**src/rtl/fphub_pkg.sv**
```systemverilog
package fphub_pkg;

    // Operand format
    localparam int EXP_W    = 8;                    // Exponent bits
    localparam int MAN_W    = 23;                   // Stored mantissa bits
    localparam int SIG_W    = MAN_W + 2;            // Implicit one, mantissa, implicit LSB
    localparam int EXP_BIAS = 1 << (EXP_W - 1);     // Half of 2**EXP_W

    // Recurrence sizing
    localparam int ITERATIONS = 26;                 // Steps after the load step
    localparam int RES_FRAC   = 27;                 // Fraction bits of the residual
    localparam int RES_W      = RES_FRAC + 4;       // Sign, three integer bits, fraction
    localparam int ROOT_W     = 28;                 // Root bit k weighs 2**(k-27)
    localparam int EST_W      = 5;                  // 2w estimate, one fraction bit

    typedef logic [EXP_W+MAN_W:0] fp_word_t;        // Sign, exponent, mantissa
    typedef logic [EXP_W-1:0]     exp_t;
    typedef logic [MAN_W-1:0]     man_t;
    typedef logic [SIG_W-1:0]     sig_t;
    typedef logic [RES_W-1:0]     resid_t;          // One carry-save vector
    typedef logic [ROOT_W-1:0]    root_t;
    typedef logic [EST_W-1:0]     est_t;
    typedef logic [1:0]           digit_t;
    typedef logic [4:0]           step_t;

    // Signed digit codes
    localparam digit_t DIG_ZERO = 2'b00;
    localparam digit_t DIG_POS  = 2'b01;
    localparam digit_t DIG_NEG  = 2'b11;

    // Controller states
    typedef enum logic [1:0] {
        IDLE,
        ITERATE,
        CONVERT,
        DONE
    } sqrt_state_t;

endpackage

```
**src/rtl/fphub_sqrt.sv**
```systemverilog
module fphub_sqrt
    import fphub_pkg::*;
#(
    parameter int ITERATIONS = fphub_pkg::ITERATIONS
) (
    input  logic     clk,
    input  logic     rst_l,
    input  logic     start,
    input  fp_word_t x,
    output fp_word_t res,
    output logic     finish,
    output logic     computing
);

    // Controller strobes
    logic   load;
    logic   step;
    logic   convert;
    logic   last_step;

    // Datapath
    resid_t x_scaled;
    exp_t   res_exp;
    digit_t digit;
    logic   resid_neg;
    resid_t sub_pos;
    resid_t sub_neg;
    root_t  root_q;
    root_t  root_qm;

    sqrt_control_fsm u_fsm (
        .clk       (clk),
        .rst_l     (rst_l),
        .start     (start),
        .last_step (last_step),
        .load      (load),
        .step      (step),
        .convert   (convert),
        .computing (computing),
        .finish    (finish)
    );

    iteration_counter #(
        .ITERATIONS (ITERATIONS)
    ) u_counter (
        .clk       (clk),
        .rst_l     (rst_l),
        .load      (load),
        .step      (step),
        .last_step (last_step)
    );

    operand_prep u_prep (
        .clk      (clk),
        .rst_l    (rst_l),
        .load     (load),
        .x        (x),
        .x_scaled (x_scaled),
        .res_exp  (res_exp)
    );

    residual_cs u_resid (
        .clk       (clk),
        .rst_l     (rst_l),
        .load      (load),
        .step      (step),
        .x_scaled  (x_scaled),
        .sub_pos   (sub_pos),
        .sub_neg   (sub_neg),
        .digit     (digit),
        .resid_neg (resid_neg)
    );

    root_otf u_root (
        .clk     (clk),
        .rst_l   (rst_l),
        .load    (load),
        .step    (step),
        .digit   (digit),
        .sub_pos (sub_pos),
        .sub_neg (sub_neg),
        .root_q  (root_q),
        .root_qm (root_qm)
    );

    root_normalize u_norm (
        .clk       (clk),
        .rst_l     (rst_l),
        .convert   (convert),
        .resid_neg (resid_neg),
        .root_q    (root_q),
        .root_qm   (root_qm),
        .res_exp   (res_exp),
        .res       (res)
    );

endmodule

```
**src/rtl/iteration_counter.sv**
```systemverilog
module iteration_counter
    import fphub_pkg::*;
#(
    parameter int ITERATIONS = fphub_pkg::ITERATIONS
) (
    input  logic clk,
    input  logic rst_l,
    input  logic load,
    input  logic step,
    output logic last_step
);

    step_t idx;     // Index of the step in progress

    // High during the final ITERATE cycle
    assign last_step = (idx == step_t'(ITERATIONS));

    always_ff @(posedge clk or negedge rst_l) begin
        if (!rst_l) begin
            idx <= '0;
        end else if (load) begin
            idx <= step_t'(1);          // First step runs on the next edge
        end else if (step) begin
            idx <= idx + step_t'(1);
        end
    end

endmodule

```
**src/rtl/operand_prep.sv**
```systemverilog
module operand_prep
    import fphub_pkg::*;
(
    input  logic     clk,
    input  logic     rst_l,
    input  logic     load,
    input  fp_word_t x,
    output resid_t   x_scaled,
    output exp_t     res_exp
);

    exp_t             x_exp;
    man_t             x_man;
    sig_t             sig;
    resid_t           sig_res;
    logic [EXP_W:0]   exp_sum;

    assign x_exp = x[EXP_W+MAN_W-1:MAN_W];
    assign x_man = x[MAN_W-1:0];

    // HUB significand, both implicit ones
    assign sig = {1'b1, x_man, 1'b1};

    // Leading one lands on the unit bit of the residual
    assign sig_res = resid_t'({sig, 3'b000});

    // Odd exponent gives x in [0.5,1), even gives [0.25,0.5)
    assign x_scaled = x_exp[0] ? (sig_res >> 1) : (sig_res >> 2);

    // Halved exponent with half bias restored
    assign exp_sum = {1'b0, x_exp} + (EXP_W+1)'(EXP_BIAS);

    always_ff @(posedge clk or negedge rst_l) begin
        if (!rst_l) begin
            res_exp <= '0;
        end else if (load) begin
            res_exp <= exp_sum[EXP_W:1];    // Floor of the half
        end
    end

endmodule

```
**src/rtl/residual_cs.sv**
```systemverilog
module residual_cs
    import fphub_pkg::*;
(
    input  logic   clk,
    input  logic   rst_l,
    input  logic   load,
    input  logic   step,
    input  resid_t x_scaled,
    input  resid_t sub_pos,
    input  resid_t sub_neg,
    output digit_t digit,
    output logic   resid_neg
);

    // Weight of 2**-1 in residual format
    localparam resid_t HALF = resid_t'(1) << (RES_FRAC - 1);

    resid_t sum_r;          // Carry-save residual
    resid_t carry_r;
    resid_t sum2;
    resid_t carry2;
    resid_t sub_sel;
    resid_t sum_nxt;
    resid_t carry_nxt;
    resid_t w_full;
    est_t   est;

    // Doubled residual, plain shift of both vectors
    assign sum2   = sum_r << 1;
    assign carry2 = carry_r << 1;

    // Top bits of 2w, truncated to half units
    assign est = sum_r[RES_W-2 -: EST_W] + carry_r[RES_W-2 -: EST_W];

    always_comb begin
        if (est == '1) begin
            digit = DIG_ZERO;           // Estimate is -1/2
        end else if (!est[EST_W-1]) begin
            digit = DIG_POS;            // Non-negative
        end else begin
            digit = DIG_NEG;
        end
    end

    always_comb begin
        case (digit)
            DIG_POS: sub_sel = sub_pos;
            DIG_NEG: sub_sel = sub_neg;
            default: sub_sel = '0;
        endcase
    end

    // 3:2 compression of 2w and the subtrahend
    assign sum_nxt   = sum2 ^ carry2 ^ sub_sel;
    assign carry_nxt = ((sum2 & carry2) | (sum2 & sub_sel) | (carry2 & sub_sel)) << 1;

    // Assimilated residual, only its sign is used
    assign w_full    = sum_r + carry_r;
    assign resid_neg = w_full[RES_W-1];

    always_ff @(posedge clk or negedge rst_l) begin
        if (!rst_l) begin
            sum_r   <= '0;
            carry_r <= '0;
        end else if (load) begin
            sum_r   <= (x_scaled << 1) - HALF;  // First digit is always +1
            carry_r <= '0;
        end else if (step) begin
            sum_r   <= sum_nxt;
            carry_r <= carry_nxt;
        end
    end

endmodule

```
**src/rtl/root_normalize.sv**
```systemverilog
module root_normalize
    import fphub_pkg::*;
(
    input  logic     clk,
    input  logic     rst_l,
    input  logic     convert,
    input  logic     resid_neg,
    input  root_t    root_q,
    input  root_t    root_qm,
    input  exp_t     res_exp,
    output fp_word_t res
);

    localparam int LZ_W = $clog2(ROOT_W + 1);

    root_t           root_sel;
    root_t           root_norm;
    logic [LZ_W-1:0] lz;
    logic            found;
    man_t            res_man;

    // Negative final residual means the root overshot by one unit
    assign root_sel = resid_neg ? root_qm : root_q;

    // Leading zero count from the MSB down
    always_comb begin
        lz    = '0;
        found = 1'b0;
        for (int i = ROOT_W - 1; i >= 0; i--) begin
            if (!found) begin
                if (root_sel[i]) begin
                    found = 1'b1;
                end else begin
                    lz = lz + LZ_W'(1);
                end
            end
        end
    end

    // Leading one shifted to the top and dropped
    assign root_norm = root_sel << lz;
    assign res_man   = root_norm[ROOT_W-2 -: MAN_W];

    always_ff @(posedge clk or negedge rst_l) begin
        if (!rst_l) begin
            res <= '0;
        end else if (convert) begin
            res <= {1'b0, res_exp, res_man};    // Always positive
        end
    end

endmodule

```
**src/rtl/root_otf.sv**
```systemverilog
module root_otf
    import fphub_pkg::*;
(
    input  logic   clk,
    input  logic   rst_l,
    input  logic   load,
    input  logic   step,
    input  digit_t digit,
    output resid_t sub_pos,
    output resid_t sub_neg,
    output root_t  root_q,
    output root_t  root_qm
);

    root_t  q_r;            // Root so far
    root_t  qm_r;           // Root minus one unit
    root_t  pos_r;          // One-hot slot of the next digit
    root_t  above_r;        // Bits already settled
    resid_t marker;
    resid_t settled;
    resid_t q_inv;

    assign root_q  = q_r;
    assign root_qm = qm_r;

    // Two ones at 2**-j and 2**-(j+1) of the doubled root
    assign marker  = resid_t'({pos_r, 1'b0}) | resid_t'(pos_r);

    // Settled prefix plus the sign extension bits
    assign settled = ~resid_t'({~above_r, 1'b1});
    assign q_inv   = ~resid_t'({q_r, 1'b0});

    // -(2q + 2**-(j+1)) and 2q - 2**-(j+1)
    assign sub_pos = (q_inv & settled) | marker;
    assign sub_neg = resid_t'({qm_r, 1'b0}) | marker;

    always_ff @(posedge clk or negedge rst_l) begin
        if (!rst_l) begin
            q_r     <= '0;
            qm_r    <= '0;
            pos_r   <= '0;
            above_r <= '0;
        end else if (load) begin
            q_r     <= root_t'(1) << (ROOT_W - 2);     // q = 0.1
            qm_r    <= '0;
            pos_r   <= root_t'(1) << (ROOT_W - 3);
            above_r <= {2'b11, {(ROOT_W-2){1'b0}}};
        end else if (step) begin
            case (digit)
                DIG_POS: begin
                    q_r  <= q_r | pos_r;
                    qm_r <= q_r;
                end
                DIG_NEG: begin
                    q_r  <= qm_r | pos_r;
                    qm_r <= qm_r;               // Unchanged prefix
                end
                default: begin
                    qm_r <= qm_r | pos_r;
                end
            endcase
            pos_r   <= pos_r >> 1;
            above_r <= above_r | pos_r;
        end
    end

endmodule

```
**src/rtl/sqrt_control_fsm.sv**
```systemverilog
module sqrt_control_fsm
    import fphub_pkg::*;
(
    input  logic clk,
    input  logic rst_l,
    input  logic start,
    input  logic last_step,
    output logic load,
    output logic step,
    output logic convert,
    output logic computing,
    output logic finish
);

    sqrt_state_t state;
    sqrt_state_t state_nxt;

    // Start is only honoured in IDLE
    assign load      = start && (state == IDLE);
    assign step      = (state == ITERATE);
    assign convert   = (state == CONVERT);
    assign computing = (state == ITERATE) || (state == CONVERT);
    assign finish    = (state == DONE);     // One cycle, res valid

    always_comb begin
        state_nxt = state;
        case (state)
            IDLE:    if (start) state_nxt = ITERATE;
            ITERATE: if (last_step) state_nxt = CONVERT;
            CONVERT: state_nxt = DONE;
            DONE:    state_nxt = IDLE;
            default: state_nxt = IDLE;
        endcase
    end

    always_ff @(posedge clk or negedge rst_l) begin
        if (!rst_l) begin
            state <= IDLE;
        end else begin
            state <= state_nxt;
        end
    end

endmodule

```
**config.mk**
```make
export PLATFORM = sky130hd
export DESIGN_NAME = fphub_sqrt
export DESIGN_NICKNAME = d
export VERILOG_FILES = /design/src/rtl/fphub_pkg.sv /design/src/rtl/fphub_sqrt.sv /design/src/rtl/iteration_counter.sv /design/src/rtl/operand_prep.sv /design/src/rtl/residual_cs.sv /design/src/rtl/root_normalize.sv /design/src/rtl/root_otf.sv /design/src/rtl/sqrt_control_fsm.sv
export SDC_FILE = /design/constraint.sdc
export NUM_CORES = 1
export LEC_CHECK = 0
export ABC_CLOCK_PERIOD_IN_PS = 37500
export BUFFER_PORTS_ARGS = -buffer_cell sky130_fd_sc_hd__buf_4
export CORE_ASPECT_RATIO = 1.5
export CORE_UTILIZATION = 51
export CTS_BUF_LIST = sky130_fd_sc_hd__clkbuf_16
export DETAILED_ROUTE_END_ITERATION = 8
export PLACE_DENSITY = 0.74
export SLEW_MARGIN = 20
export SYNTH_ARGS = -nofsm -noshare
export SYNTH_HDL_FRONTEND = slang
export SYNTH_HIERARCHICAL = 1
export SYNTH_SLANG_ARGS = --single-unit
```
**constraint.sdc**
```tcl
create_clock -name clk -period 37.5 [get_ports clk]
set_clock_uncertainty 0.15 [all_clocks]
set_input_delay 3.75 -clock clk [delete_from_list [all_inputs] [get_ports clk]]
set_output_delay 3.75 -clock clk [all_outputs]
set_load 0.005 [all_outputs]
```
# Word level (Yosys, flattened, before mapping)
# Index checks and enable logic that the tools add are counted.
word_totals:
  regBits: 220
  output_inout_bits: 34
op_classes:
  n_reduce_logical: 8
  shift: 1
  mux: 132
  eq_ne: 10
  bitwise: 17
  addsub: 32
ops:
  columns: ["operator", "count"]
  rows:
  - ["$mux W5", 56]
  - ["$mux W28", 9]
  - ["$add A5 B1 Y5 const B", 27]
  - ["$mux W31", 4]
  - ["$pmux W28 S2", 2]
  - ["$and A30 B30 Y30", 3]
  - ["$or A28 B28 Y28", 3]
  - ["$not A29 Y31", 2]
  - ["$pmux W31 S2", 1]
  - ["$xor A31 B31 Y31", 2]
  - ["$or A30 B30 Y30", 2]
  - ["$mux W1", 54]
  - ["$add A31 B31 Y31", 1]
  - ["$and A31 B31 Y31", 1]
  - ["$or A29 B31 Y31", 1]
  - ["$or A31 B31 Y31", 1]
  - ["$or A29 B28 Y29", 1]
  - ["$sub A28 B27 Y29 const B", 1]
  - ["$not A28 Y28", 1]
  - ["$shl A28 B5 Y27", 1]
  - ["$mux W27", 1]
  - ["$eq A5 B5 Y1 const B", 2]
  - ["$add A8 B8 Y9 const B", 1]
  - ["$mux W2", 4]
  - ["other kinds (13)", 19]

# Logic depth before layout (Yosys ltp)
depth:
  word_depth: 85
  ltp_mapped: 99
  mapped_depth_nobuf: 94

# By module
# Netlist, hierarchy kept.
modules_own_cells:
  columns: ["module", "n_inst", "cells_per_inst", "area_each_um2"]
  rows:
  - ["root_normalize", 1, 838, 6341.1]
  - ["root_otf", 1, 558, 5402.7]
  - ["residual_cs", 1, 396, 4229.1]
  - ["operand_prep", 1, 53, 716.9]
  - ["iteration_counter", 1, 25, 282.8]
  - ["sqrt_control_fsm", 1, 16, 175.2]

# Worst setup path before layout
# OpenSTA, ideal clock, no wires.
synth_timing:
  path_kind: "flip-flop to flip-flop"
  startpoint: "register u_resid.sum_r[19]"
  endpoint: "register u_norm.res[20]"
  n_path_buf: 6
  required_time_ps: 37208
  path_slack_ps: 18609
  arrival_time_ps: 18599
  synth_period_minus_slack_ps: 18891
  path_stages_with_launch: 96
  setup_ps: 142
  path_cell_list: "dfrtp_1 > ha_1 > a211oi_1 > o21ai_0 > a221oi_1 > o21ai_0 > a211oi_1 > xnor2_1 > buf_6 > buf_6 > buf_4 > buf_2 > buf_2 > a21oi_1 > nor2_1 > ha_1 > a21oi_1 > nor2_1 > [... 60 more ...] > mux2_2 > ha_1 > mux2i_1 > a21oi_1 > ha_1 > mux2_2 > ha_1 > mux2_2 > o21ai_0 > a211oi_1 > ha_1 > mux2i_1 > clkbuf_1 > mux2i_1 > nand2_1 > mux2_2 > nand4_1 > o221ai_1"
synth_between:
  elab_chain_len: 85
  word_cells_on_any_way: 138
synth_rtl:
  columns: ["element", "line_no", "text"]
  rows:
  - ["start: declaration", "residual_cs.sv:18", "resid_t sum_r;"]
  - ["start signal: assignment", "residual_cs.sv:66", "sum_r <= (x_scaled << 1) - HALF;"]
  - ["start signal: assignment", "residual_cs.sv:69", "sum_r <= sum_nxt;"]
  - ["$add A31 B31 Y31 *", "residual_cs.sv:58", "assign w_full = sum_r + carry_r;"]
  - ["named net resid_neg", "fphub_sqrt.sv:25", "logic resid_neg;"]
  - ["$mux W28 *", "root_normalize.sv:23", "assign root_sel = resid_neg ? root_qm : root_q;"]
  - ["$mux W1", "root_normalize.sv:31", "if (root_sel[i]) begin"]
  - ["$add A1 B1 Y2", "root_normalize.sv:34", "lz = lz + LZ_W'(1);"]
  - ["$mux W5", "root_normalize.sv:31", null]
  - ["$mux W5", "root_normalize.sv:30", "if (!found) begin"]
  - ["$add A5 B1 Y5", "root_normalize.sv:34", null]
  - ["[... 70 more ...]", null, null]
  - ["$mux W5", "root_normalize.sv:30", null]
  - ["$add A5 B1 Y5", "root_normalize.sv:34", null]
  - ["$mux W5", "root_normalize.sv:31", null]
  - ["$mux W5", "root_normalize.sv:30", null]
  - ["$add A5 B1 Y5", "root_normalize.sv:34", null]
  - ["$mux W5", "root_normalize.sv:31", null]
  - ["$mux W5", "root_normalize.sv:30", null]
  - ["$shl A28 B5 Y27 *", "root_normalize.sv:41", "assign root_norm = root_sel << lz;"]
  - ["end signal: assignment", "root_normalize.sv:48", "res <= {1'b0, res_exp, res_man};"]
  - ["end: declaration", "root_normalize.sv:11", "output fp_word_t res"]
# Mark *: on every way through the listed nets, which the timed path passes. The rest lies on a longest branch.
# A chain may end at the register's enable or synchronous reset.

# Worst setup path in the final report
layout_timing:
  startpoint: "register u_resid.sum_r[3]"
  endpoint: "register u_norm.res[13]"
# Same word-level chain as after synthesis.

==> impl_metrics.py <==
metrics = {
    "floorplanning": {
        "die_width_um": 151.7,
        "io_pins": 69,
        "die_area_mm2": 0.03436,
        "die-height_um": 226.5,
        "initial_core_util_pct": 52.20,
        "core_area_mm2": 0.03284,
        "fp-row-count": 81,
    },
    "finish": {
        "nNetsFinal": 1990,
        "final_cell_mix": "215 x dfrtp_1, 196 x nor2_1, 192 x mux2i_1",
        "synthToLayoutAreaGrowth_pct": 7.044,
        "antennaDiodeCount": 0,
        "drive_above_1_share_pct": 14.13,
        "fill_cells": 2932,
        "final_common_cell": "dfrtp_1",
    },
    "timing": {
        "final-setup-viol-count": 0,
        "fin_crit_ns": 22.27,
        "finalHoldViolations": 0,
        "maxSlewHeadroom_pct": 26.41,
        "rsz0062_at_grt": "false",
        "clock.fmax_mhz": 44.90,
        "setup_slack_ns": 15.23,
        "setup-tns-final_ns": 0,
        "fin_crit_sh_pct": 59.40,
        "worst_slew_pin_slew_ns": 1.100,
        "maxSlewViolCount": 0,
    },
    "setup_path": {
        "critPathMaxStageDelay_ns": 0.62,
        "arrival_ns": 22.53,
        "r2r_cells": 95,
        "critical_path_class": "flip-flop to flip-flop",
        "required_ns": 37.76,
        "crit_top_cell": "ha_1",
        "crit_fanout": 67,
        "startpoint": "u_resid/sum_r[3]$_DFFE_PN0P_",
        "worst_path_max_delay_cell": "buf_4",
        "r2r-start": "u_resid/sum_r[3]$_DFFE_PN0P_",
        "end_kind": "flip-flop",
        "cp-start-kind": "flip-flop",
    },
    "routing": {
        "wire_per_inst_um": 18.14,
        "post_drt_via_cell_ratio": 6.073,
        "vias": 13950,
        "drtPass1Iterations": 6,
        "route.final.wire_length_um": 41680,
        "drt_iter0_markers": 879,
        "drc": 0,
        "ant_nets": 0,
    },
    "clock_tree": {
        "postCtsHoldBufs": 0,
        "cts.sinks": 215,
        "cts_buffer_depth": 3,
        "h-tree-depth": 1,
        "postCtsSetupBuffers": 0,
        "clk_latency_ns": 0.53,
        "cts_buffers": 24,
        "path_clk_slew_ns": 0.06,
        "cts_root_buffer": "clkbuf_16",
        "cts_tree": "yes",
        "cts_resized": 0,
    },
    "job": {
        "cap_violations": 0,
    },
    "yosys": {
        "synth_warnings": 6,
        "avgSynthCellArea_um2": 9.093,
        "synthCells": 1885,
        "synth_area_mm2": 0.01714,
    },
    "placement": {
        "io_buffer_count": 66,
        "gp_congestion": 0.8764,
        "place_ws_ns": 15.24,
        "hpwl_um": 29210,
    },
    "global_route": {
        "grt_max_degree": 84,
        "grt_overflow": 0,
        "antenna_found_initial": 0,
        "grt_pass1_wl_um": 69010,
        "first_global_vias": 14210,
        "grtUsageTotal_pct": 24.76,
    },
    "min_path": {
        "min_from": "u_norm/res[0]$_DFFE_PN0P_",
        "min_path_cells": 1,
        "hold_path_class": "flip-flop to flip-flop",
    },
    "status": {
        "status": "finished clean",
    },
}
[per-layer routing]
layer | vias up | track usage, % | share of wire [%]
li1 | 6674 | - | -
met1 | 6812 | 30.33 | 42
met2 | 366 | 43.96 | 50
met3 | 98 | 2.374 | 4.1
met4 | 0 | 9.965 | 3.5
met5 | - | 0 | 0
[through the flow]
step | hold slack (ns) | util, % | instances | area (um2)
after CTS | 0.3485 | 55.76 | 2296 | 18310
after global routing | 0.3597 | 55.88 | 2297 | 18350
after detailed placement | 0.3308 | 53.31 | 2252 | 17500
final | 0.3435 | 55.88 | 2297 | 18350
after global placement | 0.3253 | 53.31 | 2252 | 17500
after floorplan | 0.2936 | - | 1890 | 17160
[state kept, by name, indices dropped and copies added, names as in the netlist, 8 cells and up]
register,flops
u_prep/res_exp,8
u_root/above_r,27
u_root/pos_r,26
u_resid/sum_r,31
u_root/root_q,28
u_root/root_qm,28
u_resid/carry_r,29
u_norm/res,31
[area by class of cell]
class | instances | area, um2 | area share (%)
clock buffers | 25 | 625.6 | 3.410
multi-input cells | 1461 | 10700 | 58.32
clock inverters | 19 | 178.9 | 0.9752
flip-flops and latches | 215 | 5380 | 29.32
well taps | 415 | 519.2 | 2.830
repair buffers | 82 | 643.1 | 3.505
inverters | 80 | 300.3 | 1.637
[final timing paths]
path	end	slack, ns
max in group asynchronous	u_root/above_r[12]$_DFFE_PN0P_	32.72
worst max-delay path	u_norm/res[13]$_DFFE_PN0P_	15.23
worst min-delay path	u_norm/res[0]$_DFFE_PN0P_	0.34
worst min register to register	u_norm/res[0]$_DFFE_PN0P_	0.34
min in group asynchronous	u_resid/carry_r[3]$_DFFE_PN0P_	3.07
worst max register to register	u_norm/res[13]$_DFFE_PN0P_	15.23
[worst max-delay path: cells and delay by family (launching register included)]
| family | cells | cell delay (ns) |
|---|---|---|
| multiplexers | 14 | 2.82 |
| flip-flops | 1 | 0.42 |
| AO/OA/AOI/OAI | 33 | 7.32 |
| AND/OR/NAND/NOR | 17 | 2.40 |
| adder cells (fa/ha/maj) | 25 | 7.61 |
| XOR/XNOR | 2 | 0.49 |
| buffers and inverters | 4 | 0.89 |
Power is left out: the tool's default activity adds up to more than one toggle a clock period on the data nets, which glitch-free logic cannot reach.
